--- config.mk ---
export PLATFORM = sky130hd
export DESIGN_NAME = fm_eg
export DESIGN_NICKNAME = d
export VERILOG_FILES = /design/src/eg_cfg_pkg.sv /design/src/eg_defs_pkg.sv /design/src/eg_timebase.sv /design/src/eg_ring.sv /design/src/eg_phase_ctrl.sv /design/src/eg_rate_step.sv /design/src/eg_level_update.sv /design/src/fm_eg.sv
export VERILOG_INCLUDE_DIRS = /design/src
export SDC_FILE = /design/constraint.sdc
export NUM_CORES = 1
export LEC_CHECK = 0
export BUFFER_PORTS_ARGS = -buffer_cell sky130_fd_sc_hd__buf_4
export CORE_ASPECT_RATIO = 1.2
export CORE_MARGIN = 2
export CORE_UTILIZATION = 50
export DETAILED_ROUTE_END_ITERATION = 10
export MAX_ROUTING_LAYER = met4
export PLACE_DENSITY = 0.73
export SLEW_MARGIN = 20
export SYNTH_ARGS = -nofsm -noshare
export SYNTH_HDL_FRONTEND = slang
export SYNTH_SLANG_ARGS = --single-unit
export TNS_END_PERCENT = 20
--- constraint.sdc ---
create_clock -name clk -period 6.21 [get_ports clk]
set_input_delay 0.9315 -clock clk [delete_from_list [all_inputs] [get_ports clk]]
set_output_delay 0.9315 -clock clk [all_outputs]
set_load 0.1 [all_outputs]
--- src/eg_macros.svh ---
////////////////////////////////////////
// envelope generator constants
// slot round, level width, ring depth
////////////////////////////////////////
`ifndef EG_MACROS_SVH
`define EG_MACROS_SVH

// one round visits every operator slot once
`define EG_SLOTS       24

`define EG_LVL_W       10     // attenuation, 1 lsb ~ 0.094 dB
`define EG_MAX_LVL     1023   // full attenuation, silence
`define EG_CNT_W       15     // global envelope counter

// level update returns to the ring 3 cycles after phase control
`define EG_RING_STAGES 21

`endif

--- src/eg_cfg_pkg.sv ---
////////////////////////////////////////
// per-slot operator configuration
// as the register file presents it
////////////////////////////////////////
package eg_cfg_pkg;

	// valid while the slot index points at the slot
	typedef struct packed {
		logic       keyon;
		logic [4:0] arate;    // attack
		logic [4:0] d1rate;   // first decay
		logic [4:0] d2rate;   // second decay
		logic [3:0] rrate;    // release
		logic [3:0] d1l;      // sustain level
		logic [1:0] ks;       // key scale
		logic [4:0] keycode;
		logic [6:0] tl;       // total level
	} eg_slot_cfg_t;

endpackage

--- src/eg_defs_pkg.sv ---
////////////////////////////////////////
// envelope pipeline types
// phase encoding and stage records
////////////////////////////////////////
`include "eg_macros.svh"

package eg_defs_pkg;

	typedef enum logic [1:0] {
		ATTACK  = 2'd0,
		DECAY1  = 2'd1,
		DECAY2  = 2'd2,
		RELEASE = 2'd3
	} eg_phase_e;

	// what circulates around the round
	typedef struct packed {
		eg_phase_e             phase;
		logic [`EG_LVL_W-1:0] level;
	} eg_slot_state_t;

	// phase control -> rate step
	typedef struct packed {
		eg_phase_e             phase;
		logic [`EG_LVL_W-1:0] level;
		logic [4:0]            rate;     // base rate of the new phase
		logic                  kon_edge;
		logic [4:0]            keycode;  // carried for key scaling
		logic [1:0]            ks;
	} eg_rate_req_t;

	// rate step -> level update
	typedef struct packed {
		eg_phase_e             phase;
		logic [`EG_LVL_W-1:0] level;
		logic [5:0]            rate;     // scaled, 0..63
		logic                  step;
		logic                  sum_up;
	} eg_step_t;

endpackage

--- src/eg_timebase.sv ---
////////////////////////////////////////
// envelope timebase
// slot index, round start and the
// global envelope counter
////////////////////////////////////////
`timescale 1ns/1ps
`include "eg_macros.svh"

module eg_timebase (
	input  logic                 clk,
	input  logic                 rst,
	output logic [4:0]           slot,
	output logic                 round_start,
	output logic [`EG_CNT_W-1:0] eg_cnt
);

	logic [1:0] div3;   // rounds since last counter tick

	assign round_start = (slot == 5'd0);

	// one slot per clock, never stalls
	always_ff @(posedge clk) begin
		if (rst) begin
			slot <= 5'd0;
		end else if (slot == 5'(`EG_SLOTS - 1)) begin
			slot <= 5'd0;
		end else begin
			slot <= slot + 5'd1;
		end
	end

	// counter ticks every third round, wraps freely
	always_ff @(posedge clk) begin
		if (rst) begin
			div3   <= 2'd0;
			eg_cnt <= '0;
		end else if (round_start) begin
			if (div3 == 2'd2) begin
				div3   <= 2'd0;
				eg_cnt <= eg_cnt + 1'b1;
			end else begin
				div3 <= div3 + 2'd1;
			end
		end
	end

endmodule

--- src/eg_ring.sv ---
////////////////////////////////////////
// per-slot delay line
// loads reset_val in every stage
////////////////////////////////////////
`timescale 1ns/1ps

module eg_ring #(
	parameter int               width     = 1,
	parameter int               stages    = 1,
	parameter logic [width-1:0] reset_val = '0
) (
	input  logic             clk,
	input  logic             rst,
	input  logic [width-1:0] din,
	output logic [width-1:0] dout
);

	logic [width-1:0] sr [stages];

	always_ff @(posedge clk) begin
		if (rst) begin
			for (int i = 0; i < stages; i++) begin
				sr[i] <= reset_val;
			end
		end else begin
			sr[0] <= din;
			for (int i = 1; i < stages; i++) begin
				sr[i] <= sr[i-1];   // shift one slot per clock
			end
		end
	end

	assign dout = sr[stages-1];

endmodule

--- src/eg_phase_ctrl.sv ---
////////////////////////////////////////
// envelope phase control
// key edges, phase FSM per slot and
// base rate of the next phase
////////////////////////////////////////
`timescale 1ns/1ps
`include "eg_macros.svh"

module eg_phase_ctrl
	import eg_defs_pkg::*, eg_cfg_pkg::*;
(
	input  logic           clk,
	input  logic           rst,
	input  eg_slot_cfg_t   cfg,
	input  eg_slot_state_t prev,        // this slot, one round ago
	input  logic           keyon_last,  // key state one round ago
	output eg_rate_req_t   req
);

	localparam logic [`EG_LVL_W-1:0] MAX_LVL = `EG_MAX_LVL;

	logic       kon_now;
	logic       koff_now;
	logic [4:0] d1_thr;     // sustain threshold on level msbs
	eg_phase_e  nxt_phase;
	logic [4:0] nxt_rate;

	assign kon_now  =  cfg.keyon & ~keyon_last;
	assign koff_now = ~cfg.keyon &  keyon_last;

	// d1l of 15 means the bottom of the range
	assign d1_thr = (cfg.d1l == 4'd15) ? 5'h10 : {1'b0, cfg.d1l};

	//////////////////////////////////////
	// phase transitions
	always_comb begin
		nxt_phase = prev.phase;
		nxt_rate  = cfg.d2rate;
		if (koff_now) begin
			nxt_phase = RELEASE;
			nxt_rate  = {cfg.rrate, 1'b1};   // release rate is 4 bits
		end else if (kon_now) begin
			nxt_phase = ATTACK;
			nxt_rate  = cfg.arate;
		end else begin
			case (prev.phase)
				ATTACK: begin
					if (prev.level == '0) begin   // attack done at the floor
						nxt_phase = DECAY1;
						nxt_rate  = cfg.d1rate;
					end else begin
						nxt_rate = cfg.arate;
					end
				end
				DECAY1: begin
					if (prev.level[`EG_LVL_W-1 -: 5] >= d1_thr) begin
						nxt_phase = DECAY2;
						nxt_rate  = cfg.d2rate;
					end else begin
						nxt_rate = cfg.d1rate;
					end
				end
				DECAY2:  nxt_rate = cfg.d2rate;
				default: nxt_rate = {cfg.rrate, 1'b1};   // release holds
			endcase
		end
	end

	// level passes through untouched, rate step needs key scaling inputs
	always_ff @(posedge clk) begin
		if (rst) begin
			req.phase    <= RELEASE;
			req.level    <= MAX_LVL;
			req.rate     <= 5'd0;
			req.kon_edge <= 1'b0;
			req.keycode  <= 5'd0;
			req.ks       <= 2'd0;
		end else begin
			req.phase    <= nxt_phase;
			req.level    <= prev.level;
			req.rate     <= nxt_rate;
			req.kon_edge <= kon_now;
			req.keycode  <= cfg.keycode;
			req.ks       <= cfg.ks;
		end
	end

endmodule

--- src/eg_rate_step.sv ---
////////////////////////////////////////
// envelope rate step
// key scaling, counter window pick
// and eight-step pattern lookup
////////////////////////////////////////
`timescale 1ns/1ps
`include "eg_macros.svh"

module eg_rate_step
	import eg_defs_pkg::*;
(
	input  logic                 clk,
	input  logic                 rst,
	input  eg_rate_req_t         req,
	input  logic [`EG_CNT_W-1:0] eg_cnt,
	input  logic                 cnt_lsb_last,  // this slot, one round ago
	output eg_step_t             step,
	output logic                 cnt_lsb
);

	localparam logic [`EG_LVL_W-1:0] MAX_LVL = `EG_MAX_LVL;

	logic [4:0]           ks_add;
	logic [6:0]           pre_rate;
	logic [5:0]           rate;
	logic [3:0]           band;      // top rate bits
	logic                 attack;
	logic [3:0]           cnt_lo;    // low bit of the counter window
	logic [`EG_CNT_W-1:0] cnt_win;
	logic [2:0]           cnt_pick;
	logic [7:0]           pattern;
	logic                 step_now;
	logic                 instant;

	////////////////////////////////////////
	// key scaling, saturating at 63
	assign ks_add   = req.keycode >> (2'd3 - req.ks);
	assign pre_rate = {1'b0, req.rate, 1'b0} + {2'b0, ks_add};
	assign rate     = (req.rate == 5'd0) ? 6'd0 :
	                  pre_rate[6] ? 6'd63 : pre_rate[5:0];
	assign band     = rate[5:2];
	assign attack   = (req.phase == ATTACK);

	// faster bands look at faster counter bits, attack one bit lower
	always_comb begin
		if (attack) begin
			cnt_lo = (band >= 4'd11) ? 4'd0 : 4'd11 - band;
		end else begin
			cnt_lo = (band >= 4'd12) ? 4'd0 : 4'd12 - band;
		end
	end

	assign cnt_win  = eg_cnt >> cnt_lo;
	assign cnt_pick = cnt_win[2:0];
	assign cnt_lsb  = cnt_pick[0];   // goes around the counter ring

	////////////////////////////////////////
	// step patterns, one bit per counter value
	always_comb begin
		if (rate[5:4] == 2'b11) begin
			if (band == 4'hf && attack) begin
				pattern = 8'b11111111;   // fastest attack
			end else begin
				case (rate[1:0])
					2'd0:    pattern = 8'b00000000;
					2'd1:    pattern = 8'b10001000;
					2'd2:    pattern = 8'b10101010;
					default: pattern = 8'b11101110;
				endcase
			end
		end else if (band == 4'd0 && !attack) begin
			pattern = 8'b11111110;   // slowest decay
		end else begin
			case (rate[1:0])
				2'd0:    pattern = 8'b10101010;
				2'd1:    pattern = 8'b11101010;
				2'd2:    pattern = 8'b11101110;
				default: pattern = 8'b11111110;
			endcase
		end
	end

	assign step_now = (rate[5:1] == 5'd0) ? 1'b0 : pattern[cnt_pick];

	// key-on at rate 62/63 jumps to the floor without waiting for the counter
	assign instant = req.kon_edge & (rate[5:1] == 5'd31);

	always_ff @(posedge clk) begin
		if (rst) begin
			step.phase  <= RELEASE;
			step.level  <= MAX_LVL;
			step.rate   <= 6'd0;
			step.step   <= 1'b0;
			step.sum_up <= 1'b0;
		end else begin
			step.phase  <= req.phase;
			step.level  <= req.level;
			step.rate   <= rate;
			step.step   <= step_now | instant;
			step.sum_up <= (cnt_lsb != cnt_lsb_last) | instant;
		end
	end

endmodule

--- src/eg_level_update.sv ---
////////////////////////////////////////
// envelope level update
// attack/decay arithmetic, saturation,
// total level and phase reset pulse
////////////////////////////////////////
`timescale 1ns/1ps
`include "eg_macros.svh"

module eg_level_update
	import eg_defs_pkg::*;
(
	input  logic                 clk,
	input  logic                 rst,
	input  eg_step_t             step,
	input  logic [7:0]           tl,        // {key-on edge, total level}
	output eg_slot_state_t       next,
	output logic [`EG_LVL_W-1:0] eg_level,
	output logic                 pg_rst
);

	localparam logic [`EG_LVL_W-1:0] MAX_LVL = `EG_MAX_LVL;

	logic [3:0]            band;
	logic [`EG_LVL_W-1:0]  ar_frac;   // fraction of level plus one
	logic [`EG_LVL_W-1:0]  ar_dec;
	logic [`EG_LVL_W-1:0]  ar_lvl;
	logic [3:0]            dr_inc;    // 1, 2, 4 or 8
	logic [`EG_LVL_W:0]    dr_sum;
	logic [`EG_LVL_W-1:0]  new_lvl;
	logic                  sat_q;     // level just hit full attenuation
	logic [`EG_LVL_W:0]    att_sum;

	assign band = step.rate[5:2];

	// attack moves toward 0 by a fraction of the current level
	always_comb begin
		case (band)
			4'd13:        ar_frac = {3'b0, step.level[9:3]} + 10'd1;
			4'd14, 4'd15: ar_frac = {2'b0, step.level[9:2]} + 10'd1;
			default:      ar_frac = {4'b0, step.level[9:4]} + 10'd1;
		endcase
		if (band >= 4'd12) begin
			ar_dec = step.step ? ar_frac << 1 : ar_frac;
		end else begin
			ar_dec = step.step ? ar_frac : 10'd0;
		end
		ar_lvl = (ar_dec < step.level) ? step.level - ar_dec : 10'd0;
	end

	// decay and release climb linearly
	always_comb begin
		case (band)
			4'd12:   dr_inc = step.step ? 4'd2 : 4'd1;
			4'd13:   dr_inc = step.step ? 4'd4 : 4'd2;
			4'd14:   dr_inc = step.step ? 4'd8 : 4'd4;
			4'd15:   dr_inc = 4'd8;
			default: dr_inc = {3'b0, step.step};
		endcase
		dr_sum = {1'b0, step.level} + {7'b0, dr_inc};
	end

	always_comb begin
		new_lvl = step.level;
		if (step.sum_up) begin
			if (step.phase == ATTACK) begin
				if (step.level != '0) begin
					new_lvl = (step.rate[5:1] == 5'd31) ? '0 : ar_lvl;
				end
			end else begin
				new_lvl = dr_sum[`EG_LVL_W] ? MAX_LVL : dr_sum[`EG_LVL_W-1:0];
			end
		end
	end

	// back into the ring
	always_ff @(posedge clk) begin
		if (rst) begin
			next.phase <= RELEASE;
			next.level <= MAX_LVL;
			sat_q      <= 1'b0;
		end else begin
			next.phase <= step.phase;
			next.level <= new_lvl;
			sat_q      <= (new_lvl == MAX_LVL) && (step.level != MAX_LVL);
		end
	end

	////////////////////////////////////////
	// output attenuation, tl in steps of 8
	assign att_sum = {1'b0, next.level} + {1'b0, tl[6:0], 3'b0};

	always_ff @(posedge clk) begin
		if (rst) begin
			eg_level <= MAX_LVL;
			pg_rst   <= 1'b0;
		end else begin
			eg_level <= att_sum[`EG_LVL_W] ? MAX_LVL : att_sum[`EG_LVL_W-1:0];
			pg_rst   <= tl[7] | sat_q;
		end
	end

endmodule

--- src/fm_eg.sv ---
////////////////////////////////////////
// FM envelope generator, 24 slots
// time-multiplexed, one slot per clock
////////////////////////////////////////
`timescale 1ns/1ps
`include "eg_macros.svh"

module fm_eg
	import eg_defs_pkg::*, eg_cfg_pkg::*;
(
	input  logic                 clk,
	input  logic                 rst,
	input  eg_slot_cfg_t         cfg,       // for the slot under the index
	output logic [4:0]           slot,
	output logic [`EG_LVL_W-1:0] eg_level,  // slot - 4 mod 24
	output logic                 pg_rst
);

	localparam eg_slot_state_t IDLE_STATE = '{phase: RELEASE, level: `EG_MAX_LVL};
	localparam int TL_DELAY = 3;   // cfg cycle to level update

	logic [`EG_CNT_W-1:0] eg_cnt;
	eg_slot_state_t       prev;
	eg_slot_state_t       next;
	eg_rate_req_t         req;
	eg_step_t             step;
	logic                 keyon_last;
	logic                 cnt_lsb;
	logic                 cnt_lsb_last;
	logic                 kon_edge;
	logic [7:0]           tl_al;      // {key-on edge, tl} aligned

	// same edge phase control sees, kept for the pg_rst stage
	assign kon_edge = cfg.keyon & ~keyon_last;

	eg_timebase u_timebase (
		.clk(clk), .rst(rst), .slot(slot), .round_start(), .eg_cnt(eg_cnt)
	);

	eg_phase_ctrl u_phase (
		.clk(clk), .rst(rst), .cfg(cfg), .prev(prev),
		.keyon_last(keyon_last), .req(req)
	);

	eg_rate_step u_rate (
		.clk(clk), .rst(rst), .req(req), .eg_cnt(eg_cnt),
		.cnt_lsb_last(cnt_lsb_last), .step(step), .cnt_lsb(cnt_lsb)
	);

	eg_level_update u_level (
		.clk(clk), .rst(rst), .step(step), .tl(tl_al),
		.next(next), .eg_level(eg_level), .pg_rst(pg_rst)
	);

	//////////////////////////////////////
	// slot rings
	eg_ring #(.width($bits(eg_slot_state_t)), .stages(`EG_RING_STAGES),
		.reset_val(IDLE_STATE)) u_state_ring (
		.clk(clk), .rst(rst), .din(next), .dout(prev)
	);

	eg_ring #(.width(1), .stages(`EG_SLOTS)) u_key_ring (
		.clk(clk), .rst(rst), .din(cfg.keyon), .dout(keyon_last)
	);

	eg_ring #(.width(1), .stages(`EG_SLOTS)) u_cnt_ring (
		.clk(clk), .rst(rst), .din(cnt_lsb), .dout(cnt_lsb_last)
	);

	eg_ring #(.width(8), .stages(TL_DELAY)) u_tl_ring (
		.clk(clk), .rst(rst), .din({kon_edge, cfg.tl}), .dout(tl_al)
	);

endmodule

==> results of run 1 <==
-- final cells by class --
cell class | instances | area [sq um]
Fill cell | 2616 | 13100
Clock inverter | 16 | 198
Timing Repair Buffer | 61 | 465
Multi-Input combinational cell | 979 | 6490
Tap cell | 396 | 495
Clock buffer | 48 | 1080
Sequential cell | 413 | 8270
Inverter | 39 | 146
-- per-stage QoR --
| step | utilization, % | instance area [sq um] | setup WS [ns] | hold slack [ns] |
|---|---|---|---|---|
| 2_1_floorplan | - | 15200 | 1.79 | 0.389 |
| 3_3_place_gp | 52.5 | 15900 | 1.30 | 0.391 |
| 3_5_place_dp | 52.5 | 15900 | 1.28 | 0.393 |
| 4_1_cts | 56.7 | 17100 | 1.22 | 0.402 |
| 5_1_grt | 56.7 | 17100 | 0.756 | 0.404 |
| 6_report | 56.7 | 17100 | 1.16 | 0.400 |
-- routing by layer --
| metal | GRT usage (%) | up-vias |
|---|---|---|
| met5 | - | - |
| met4 | 6.85 | 0 |
| li1 | - | 5042 |
| met2 | 31.6 | 204 |
| met1 | 24.8 | 4609 |
| met3 | 3.06 | 53 |
-- cells in the final DEF, fill, tap and decap left out, drive strengths merged, types with 8 or more instances in the layout --
cell | synthesis | layout
xor2 | 20 | 20
a211oi | 16 | 16
clkbuf | 60 | 48
and3 | 12 | 12
nor2 | 76 | 76
nor2b | 88 | 88
clkinv | 0 | 9
xnor2 | 20 | 20
mux2i | 23 | 23
nand2 | 91 | 91
a31oi | 8 | 8
or3 | 9 | 9
a21o | 15 | 15
dfxtp | 413 | 413
o21ai | 43 | 43
ha | 41 | 41
nand2b | 13 | 13
nor3 | 19 | 19
o22ai | 8 | 8
nand3 | 26 | 26
or2 | 282 | 282
mux2 | 12 | 12
nand4 | 9 | 9
buf | 20 | 61
inv | 39 | 43
a21oi | 59 | 59
-- sequential cells by signal, summed over array words and instances (netlist names) --
name / count
u_level.pg_rst: 1
u_timebase.div3: 2
u_rate.step: 19
u_level.eg_level: 10
u_timebase.eg_cnt: 15
u_level.sat_q: 1
u_key_ring.sr: 24
u_level.next: 12
u_state_ring.sr: 252
u_phase.req: 24
u_cnt_ring.sr: 24
u_tl_ring.sr: 24
u_timebase.slot: 5
-- worst paths after layout --
kind,endpoint,cells past startpoint,from
worst max-delay path,u_level.sat_q,19,u_rate.step[12]
worst min-delay path,u_state_ring.sr[0][18],1,u_state_ring.sr[0][6]
worst max register to register,u_level.sat_q,19,u_rate.step[12]
worst min register to register,u_state_ring.sr[0][18],1,u_state_ring.sr[0][6]
-- cell families after synthesis --
logic type      after synthesis
buf+inv                     119
simple gates                645
fa+ha+maj                    48
mux                          36
xor+xnor                     40
flops                       413
compound gates              210
-- critical path, stage by stage (launching register included) --
cell	delay, ns
dfxtp_1	0.64
ha_1	0.43
and3_1	0.33
nand2_1	0.10
xor2_1	0.17
mux2i_1	0.16
o211ai_1	0.12
nor2_1	0.13
a21oi_1	0.06
ha_1	0.41
a21o_1	0.13
a21oi_1	0.06
o221ai_1	0.29
a21o_1	0.17
a21o_1	0.18
and2_0	0.32
a221oi_1	0.12
or3_1	0.40
or4_1	0.50
nor4_1	0.23
-- power breakdown --
group,switching (mW),leakage [nW],internal [mW]
clock network,0.990,0.641,1.38
logic,0.255,2.58,0.148
registers,0.0327,3.35,2.68
==> impl_metrics.csv, run 1 <==
group,metric,value,unit
die,initial_core_util,50.4,%
drt,viasPerCell,5.08,
placement,io_buffers,55,
yosys,synth-compound-area-share,9.75,%
timing,worstMarginPinSlew,0.941,ns
yosys,synth-xor-area-share,2.30,%
pwr,finalPower,5.48,mW
pwr,vdd_drop_max,0.254,mV
yosys,synth_area,0.0152,sq mm
critical_path,worstPathRequired,6.66,ns
die,die_area,0.0319,sq mm
finish,area_growth,12.5,%
global_route,grt_remaining_overflow,0,
drt,wirelength,29800,um
cts,clk_pin_slew,0.06,ns
yosys,synth_fa_ha_area_share,4.09,%
critical_path,path_class,"reg2reg",
die,core_area,0.0302,sq mm
yosys,yosysTopAreaCell,"dfxtp_1",
timing,drv_slew,0,
cts,cts_tree,"done",
yosys,yosys.cell_types.count,83,
yosys,synth_top_area_share,54.2,%
yosys,yosys_warnings,0,
critical_path,critPathArrivalTime,5.50,ns
timing,fmax,198,MHz
cts,hold_buffers,0,
yosys,synth_most_common_cell,"dfxtp_1",
die,io_pins,56,
yosys,synth_nets,1596,
yosys,synthMuxAreaShare,2.59,%
finish,antenna_cells,0,
global_route,grt_pass1_vias,9674,
drt,wl_met2,14100,um
yosys,syn_inst,1511,
critical_path,rrSetupSlack,1.16,ns
die,dieHeight,195,um
cts,post_cts_buffers,0,
cts,clk_latency,0.55,ns
finish,final_net_count,1619,
finish,drive_gt1_share,28.4,%
drt,ant_nets,0,
yosys,syn_area_per_cell,10.1,sq um
drt,top_layer_used,"met4",
timing,period_share,81.4,%
drt,route.detailed.drc,0,
global_route,grt_pass1_wl,48800,um
drt,vias,9908,
cts,cts_buffers,40,
yosys,synthArstFlopShare,0,%
timing,maxSlewHeadroom,37.3,%
drt,wl_met1,13900,um
global_route,grtUsageTotal,19.5,%
drt,wl_met3,1080,um
global_route,grt_max_degree,193,
placement,place_congestion,0.886,
die,die_w,163,um
pwr,power.leakage,6.57,nW
yosys,ys_ff_latch,413,
critical_path,startpoint_type,"register",
drt,drt-initial-drc-count,532,
cts,h-tree-depth,2,
drt,drtPass1Iterations,5,
yosys,synth_edf_count,0,
placement,dp_hpwl,19800,um
drt,wl_per_cell,15.3,um
timing,fin_setup_tns,0,ns
placement,placed_cells,1888,
cts,cts-root-buf,"clkbuf_16",
die,num_rows,70,
worst_hold_path,hold_path_class,"reg2reg",
yosys,ys_seq_area_share,54.2,%
timing,rsz0062_at_grt,"no",
global_route,antenna_found_initial,0,
job,cap_violations,0,
cts,cts_resized,0,
finish,final_cells,1952,
timing,finalSetupViolations,0,
status,status,"finished clean",
pwr,powerDensity,320,mW/mm^2
timing,fin_worst_skew,0.0196,ns
timing,finalCriticalPeriod,5.05,ns
cts,cts_max_path_buffers,3,
yosys,synthSimpleGateAreaFrac,23.9,%
yosys,synthFlopType,"dfxtp_1",
yosys,synth_top_family_by_area,"simple AND/OR/NAND/NOR gates",
critical_path,crit_path_max_fanout,12,
yosys,yosys-top-cells-count,"dfxtp_1 (413), or2_2 (282), nand2_1 (90)",
cts,cts_sinks,413,
critical_path,crit_path_end_kind,"register",
timing,finalHoldViolCount,0,
yosys,netlist_top_cells_area,"dfxtp_1 (54%), or2_2 (12%), nor2b_1 (3.6%)",
(Power assumes the default switching activity.)
==> inputs of run 2 (changes only) <==
==> constraint.sdc (replaced) <==
create_clock -name clk -period 4.9 [get_ports clk]
set_input_delay 0.735 -clock clk [delete_from_list [all_inputs] [get_ports clk]]
set_output_delay 0.735 -clock clk [all_outputs]
set_load 0.1 [all_outputs]
==> run 2 against run 1 <==
  * Sequential share of layout area is 0.85 points lower
  * First-iteration DRC count is 24% higher
  * Cell count is 1.7% higher
  * Combinational power is 35% higher
  * Power is 30% higher
  * Core utilization is 1.0 points higher
  * Global-route usage is 0.35 points higher
  * Wire length is 2.7% higher
  * Critical path type unchanged
  * Critical endpoint is now u_rate.step[1]
==> impl_metrics.csv, run 2 (same netlist as run 1, synthesis figures left out) <==
group,metric,value,unit
global_route,grt_remaining_overflow,0,
critical_path,critPathArrivalTime,5.04,ns
die,dieHeight,195,um
timing,finalCriticalPeriod,4.67,ns
global_route,busiest_layer,"met2",
critical_path,crit_family,"compound AO/OA/AOI/OAI gates",
placement,io_buffers,55,
critical_path,path_class,"reg2reg",
finish,largest_register,"u_state_ring.sr",
cts,hold_buffers,0,
global_route,grtUsageTotal,19.9,%
critical_path,rrSetupSlack,0.23,ns
critical_path,crit_path_max_fanout,6,
finish,fillers,2566,
timing,finalHoldViolCount,0,
critical_path,critical_path_cell_count,19,
cts,clk_latency,0.54,ns
finish,regArea,0.00827,sq mm
drt,drt-initial-drc-count,661,
worst_hold_path,worstHoldEndpoint,"u_tl_ring.sr[0][2]",
drt,viasPerCell,5.14,
global_route,use_met3,2.99,%
critical_path,crit_path_end_kind,"register",
pwr,vdd_drop_max,0.359,mV
die,die_area,0.0319,sq mm
pwr,powerDensity,408,mW/mm^2
critical_path,worst-path-buf-inv,2,
finish,drive_gt1_share,30.0,%
drt,drtPass1Iterations,5,
timing,fin_worst_skew,0.0121,ns
placement,place_congestion,0.900,
cts,h-tree-depth,2,
drt,wirelength,30600,um
cts,cts_tree,"done",
die,core_area,0.0302,sq mm
global_route,grt.met2_usage,32.1,%
critical_path,crit_chain,"mux2_2 -> nand2_1 -> o21a_1 -> inv_1 -> ha_1 -> a211o_1 -> a31o_2 -> a2bb2oi_4 -> inv_1 -> ha_1 -> a211oi_2 -> mux2i_2 -> a311oi_4 -> nor3_1 -> a21oi_1 -> o221ai_1 -> a211o_1 -> a211oi_1 -> o32ai_1",
global_route,grt_pass1_vias,9972,
critical_path,slowest_delay,0.42,ns
worst_hold_path,worstHoldStart,"cfg[2]",
global_route,grt_max_degree,168,
global_route,grt_pass1_wl,49800,um
pwr,finalPower,7.12,mW
timing,fin_setup_tns,0,ns
pwr,power.leakage,6.73,nW
finish,final_cells,1985,
finish,final_net_count,1642,
status,status,"finished clean",
critical_path,cpMaxStageDelayCell,"a311oi_4",
cts,cts_sinks,413,
timing,fmax,214,MHz
timing,drv_slew,0,
drt,vias,10197,
timing,rsz0062_at_grt,"no",
die,num_rows,70,
die,io_pins,56,
placement,dp_slack,0.0222,ns
timing,worstMarginPinSlew,0.857,ns
critical_path,rr_endpoint,"u_rate.step[1]",
drt,route.detailed.drc,0,
cts,clk_pin_slew,0.06,ns
cts,cts-root-buf,"clkbuf_16",
drt,wl_per_cell,15.4,um
timing,period_share,95.4,%
die,die_w,163,um
finish,largest_reg_flops,252,
critical_path,rr_worst_depth,19,
cts,cts_max_path_buffers,3,
placement,dp_hpwl,20500,um
finish,antenna_cells,0,
critical_path,worstPathRequired,5.27,ns
cts,cts_buffers,40,
drt,ant_nets,0,
critical_path,startpoint_type,"register",
global_route,antenna_found_initial,1,
finish,most-common-layout-cells,"dfxtp_1 (411), or2_2 (282), nand2_1 (90), nor2b_1 (88), buf_4 (83)",
timing,setup_ws,0.228,ns
worst_hold_path,hold_path_class,"in2reg",
finish,multiInputGateArea,0.00651,sq mm
timing,maxSlewHeadroom,42.9,%
worst_hold_path,holdPathStages,2,
finish,mostFrequentLayoutCell,"dfxtp_1",
job,cap_violations,0,
finish,area_growth,14.5,%
global_route,grtUsageMet1,25.3,%
critical_path,r2r-start,"u_phase.req[0]",
die,initial_core_util,50.4,%
timing,finalSetupViolations,0,
placement,placed_cells,1910,
==> run 2: changes by cell type in the layout (fill, tap and decap cells not counted), moves of 2 or more <==
cell and delta:
clkbuf_8 +7, clkinvlp_4 +2, clkbuf_1 +4, inv_16 -2, dfxtp_1 -2, inv_8 -2
dfxtp_2 +2, buf_4 +23, clkinv_2 -4, inv_6 +2
==> run 2: layout make-up <==
type,count,share of cell area (%)
Timing Repair Buffer,84,3.66
Clock inverter,15,1.16
Clock buffer,59,6.84
Tap cell,396,2.84
Multi-Input combinational cell,979,37.3
Inverter,39,0.839
Sequential cell,413,47.4
==> run 2: layer usage <==
metal  routed length, um  up-vias
met5                   0        -
met3                1290       68
met1               13900     4817
met4                 869        0
met2               14600      235
li1                    -     5077
==> run 2: timing repair <==
action	4_1_cts	5_1_grt
gates cloned	0	0
buffers inserted	1	0
hold endpoints to repair	0	0
endpoints found under the setup margin	1	4
resized for setup	0	6
pin swaps	1	2
==> run 2: worst max-delay path by stage <==
| stage | to | slack, ns | start |
|---|---|---|---|
| global placement | u_rate.step[1] | 0.16 | u_phase.req[0] |
| CTS | u_rate.step[1] | 0.02 | u_phase.req[0] |
| global route | u_level.sat_q | 0.001 | u_rate.step[13] |
| finish | u_rate.step[1] | 0.23 | u_phase.req[0] |
| detailed placement | u_rate.step[1] | 0.02 | u_phase.req[0] |
| floorplan | u_rate.step[1] | 0.48 | u_phase.req[0] |
==> run 2: report_power, final <==
| group | switching (mW) | total, mW | leakage, nW | internal [mW] |
|---|---|---|---|---|
| sequential | 0.0311 | 3.42 | 3.35 | 3.39 |
| combinational | 0.345 | 0.545 | 2.70 | 0.200 |
| clock | 1.28 | 3.15 | 0.680 | 1.87 |
==> run 2: metrics by stage <==
| step | area [sq um] | util [%] | hold slack (ns) |
|---|---|---|---|
| final | 17500 | 57.8 | 0.402 |
| after global routing | 17500 | 57.8 | 0.383 |
| after CTS | 17400 | 57.7 | 0.390 |
| after detailed placement | 16000 | 53.1 | 0.392 |
| after global placement | 16000 | 53.1 | 0.392 |
| after floorplan | 15200 | - | 0.389 |
==> inputs of run 3 (changes only) <==
--- a/config.mk
+++ b/config.mk
@@ -8,11 +8,11 @@
 export LEC_CHECK = 0
 export BUFFER_PORTS_ARGS = -buffer_cell sky130_fd_sc_hd__buf_4
 export CORE_ASPECT_RATIO = 1.2
-export CORE_MARGIN = 2
+export CORE_MARGIN = 5
 export CORE_UTILIZATION = 50
 export DETAILED_ROUTE_END_ITERATION = 10
 export MAX_ROUTING_LAYER = met4
-export PLACE_DENSITY = 0.73
+export PLACE_DENSITY_LB_ADDON = 0.25
 export SLEW_MARGIN = 20
 export SYNTH_ARGS = -nofsm -noshare
 export SYNTH_HDL_FRONTEND = slang
==> run 3 against run 2 <==
  * Hold slack better by 0.0019 ns
  * Wire length is 0.83% lower
  * Combinational power is 0.9% lower
==> impl_metrics.csv, run 3 (same netlist as run 1, synthesis figures left out) <==
group,metric,value,unit
status,status,"finished clean",
finish,most-common-layout-cells,"dfxtp_1 (411), or2_2 (282), nand2_1 (90), nor2b_1 (88), nor2_1 (74)",
critical_path,worstPathRequired,5.28,ns
global_route,grtUsageTotal,18.3,%
placement,dp_hpwl,20200,um
timing,fin_worst_skew,0.0126,ns
placement,io_buffers,55,
timing,maxSlewHeadroom,43.2,%
finish,mostFrequentLayoutCell,"dfxtp_1",
cts,cts_sinks,413,
drt,viasPerCell,5.04,
timing,rsz0062_at_grt,"no",
drt,vias,9943,
cts,cts_max_path_buffers,3,
pwr,vdd_drop_max,0.413,mV
die,die_area,0.0341,sq mm
finish,largest_register,"u_state_ring.sr",
drt,wirelength,30400,um
global_route,use_met3,3.40,%
critical_path,startpoint_type,"register",
cts,cts_tree,"done",
job,cap_violations,0,
finish,multiInputGateArea,0.00652,sq mm
drt,drtPass1Iterations,6,
drt,wl_per_cell,15.4,um
global_route,busiest_layer,"met2",
cts,clk_latency,0.54,ns
die,initial_core_util,50.3,%
die,io_pins,56,
timing,fin_setup_tns,0,ns
global_route,grt_pass1_vias,9623,
finish,area_growth,14.5,%
finish,postLayoutCoreUtil,57.6,%
cts,h-tree-depth,2,
global_route,grtUsageMet1,24.1,%
finish,regArea,0.00827,sq mm
worst_hold_path,hold_path_class,"reg2reg",
finish,largest_reg_flops,252,
global_route,grt_remaining_overflow,0,
finish,drive_gt1_share,29.8,%
timing,finalHoldViolCount,0,
die,dieHeight,201,um
global_route,antenna_found_initial,0,
finish,design_area,0.0175,sq mm
critical_path,critPathArrivalTime,5.05,ns
pwr,power.leakage,6.72,nW
die,die_w,169,um
critical_path,crit_path_end_kind,"register",
finish,fillers,2629,
drt,ant_nets,0,
cts,cts-root-buf,"clkbuf_16",
finish,final_net_count,1633,
placement,placed_cell_area,0.0160,sq mm
die,num_rows,70,
drt,drt-initial-drc-count,733,
timing,period_share,95.3,%
timing,finalSetupViolations,0,
timing,drv_slew,0,
global_route,grt_pass1_wl,50000,um
cts,cts_buffers,40,
timing,finalCriticalPeriod,4.67,ns
pwr,powerDensity,413,mW/mm^2
drt,route.detailed.drc,0,
die,core_area,0.0303,sq mm
global_route,grt_max_degree,219,
timing,fmax,214,MHz
global_route,grt.met2_usage,28.8,%
critical_path,crit_path_max_fanout,6,
placement,place_congestion,0.913,
finish,antenna_cells,0,
timing,worstMarginPinSlew,0.853,ns
cts,clk_pin_slew,0.06,ns
cts,hold_buffers,0,
critical_path,path_class,"reg2reg",
## run 3: cell type report
cell class                      count  share of cell area [%]
Sequential cell                   413                    47.4
Inverter                           39                   0.839
Multi-Input combinational cell    979                    37.4
Clock buffer                       55                    6.81
Tap cell                          396                    2.84
Timing Repair Buffer               75                    3.34
Clock inverter                     16                    1.42
## run 3: metrics by stage
step | hold slack [ns] | instances | setup WS (ns) | power, mW
after floorplan | 0.389 | 1511 | 0.475 | 3.89
after global placement | 0.391 | 1901 | 0.191 | 4.03
after detailed placement | 0.392 | 1901 | 0.0777 | 4.03
after CTS | 0.385 | 1972 | 0.0355 | 7.29
after global routing | 0.392 | 1973 | 0.0400 | 7.51
final | 0.403 | 1973 | 0.230 | 7.21
## run 3: timing repair
item / in CTS / in global routing
hold endpoints to repair: 0 / 0
gates resized for setup: 0 / 6
endpoints found under the setup margin: 0 / 2
setup buffers: 0 / 1
## run 3: routing by layer
metal  part of all wire [%]  wire length, um
met5                      0                0
met4                    2.4              716
met3                    4.3             1320
met2                     47            14300
met1                     46            14000
## run 3: final timing paths
check,cells past startpoint,slack [ns],to,from
max reg2reg,19,0.23,u_rate.step[1],u_phase.req[0]
min,1,0.40,u_state_ring.sr[0][129],u_state_ring.sr[0][117]
min reg2reg,1,0.40,u_state_ring.sr[0][129],u_state_ring.sr[0][117]
max,19,0.23,u_rate.step[1],u_phase.req[0]
## run 3: power by group
| part | internal [mW] | switching (mW) | leakage, nW |
|---|---|---|---|
| clock network | 1.97 | 1.27 | 0.709 |
| registers | 3.39 | 0.0329 | 3.35 |
| logic | 0.200 | 0.340 | 2.66 |
## run 3: critical path: stages (launching register included)
cell	delay, ns
dfxtp_2	0.39
mux2_2	0.36
nand2_1	0.07
o21a_1	0.16
inv_1	0.06
ha_1	0.32
a211o_1	0.36
a31o_2	0.28
a2bb2oi_4	0.19
inv_1	0.12
ha_1	0.27
a211oi_2	0.24
mux2i_1	0.18
a311oi_4	0.40
nor3_1	0.09
a21oi_1	0.17
o221ai_1	0.15
a211o_1	0.34
a221oi_2	0.24
o32ai_1	0.12
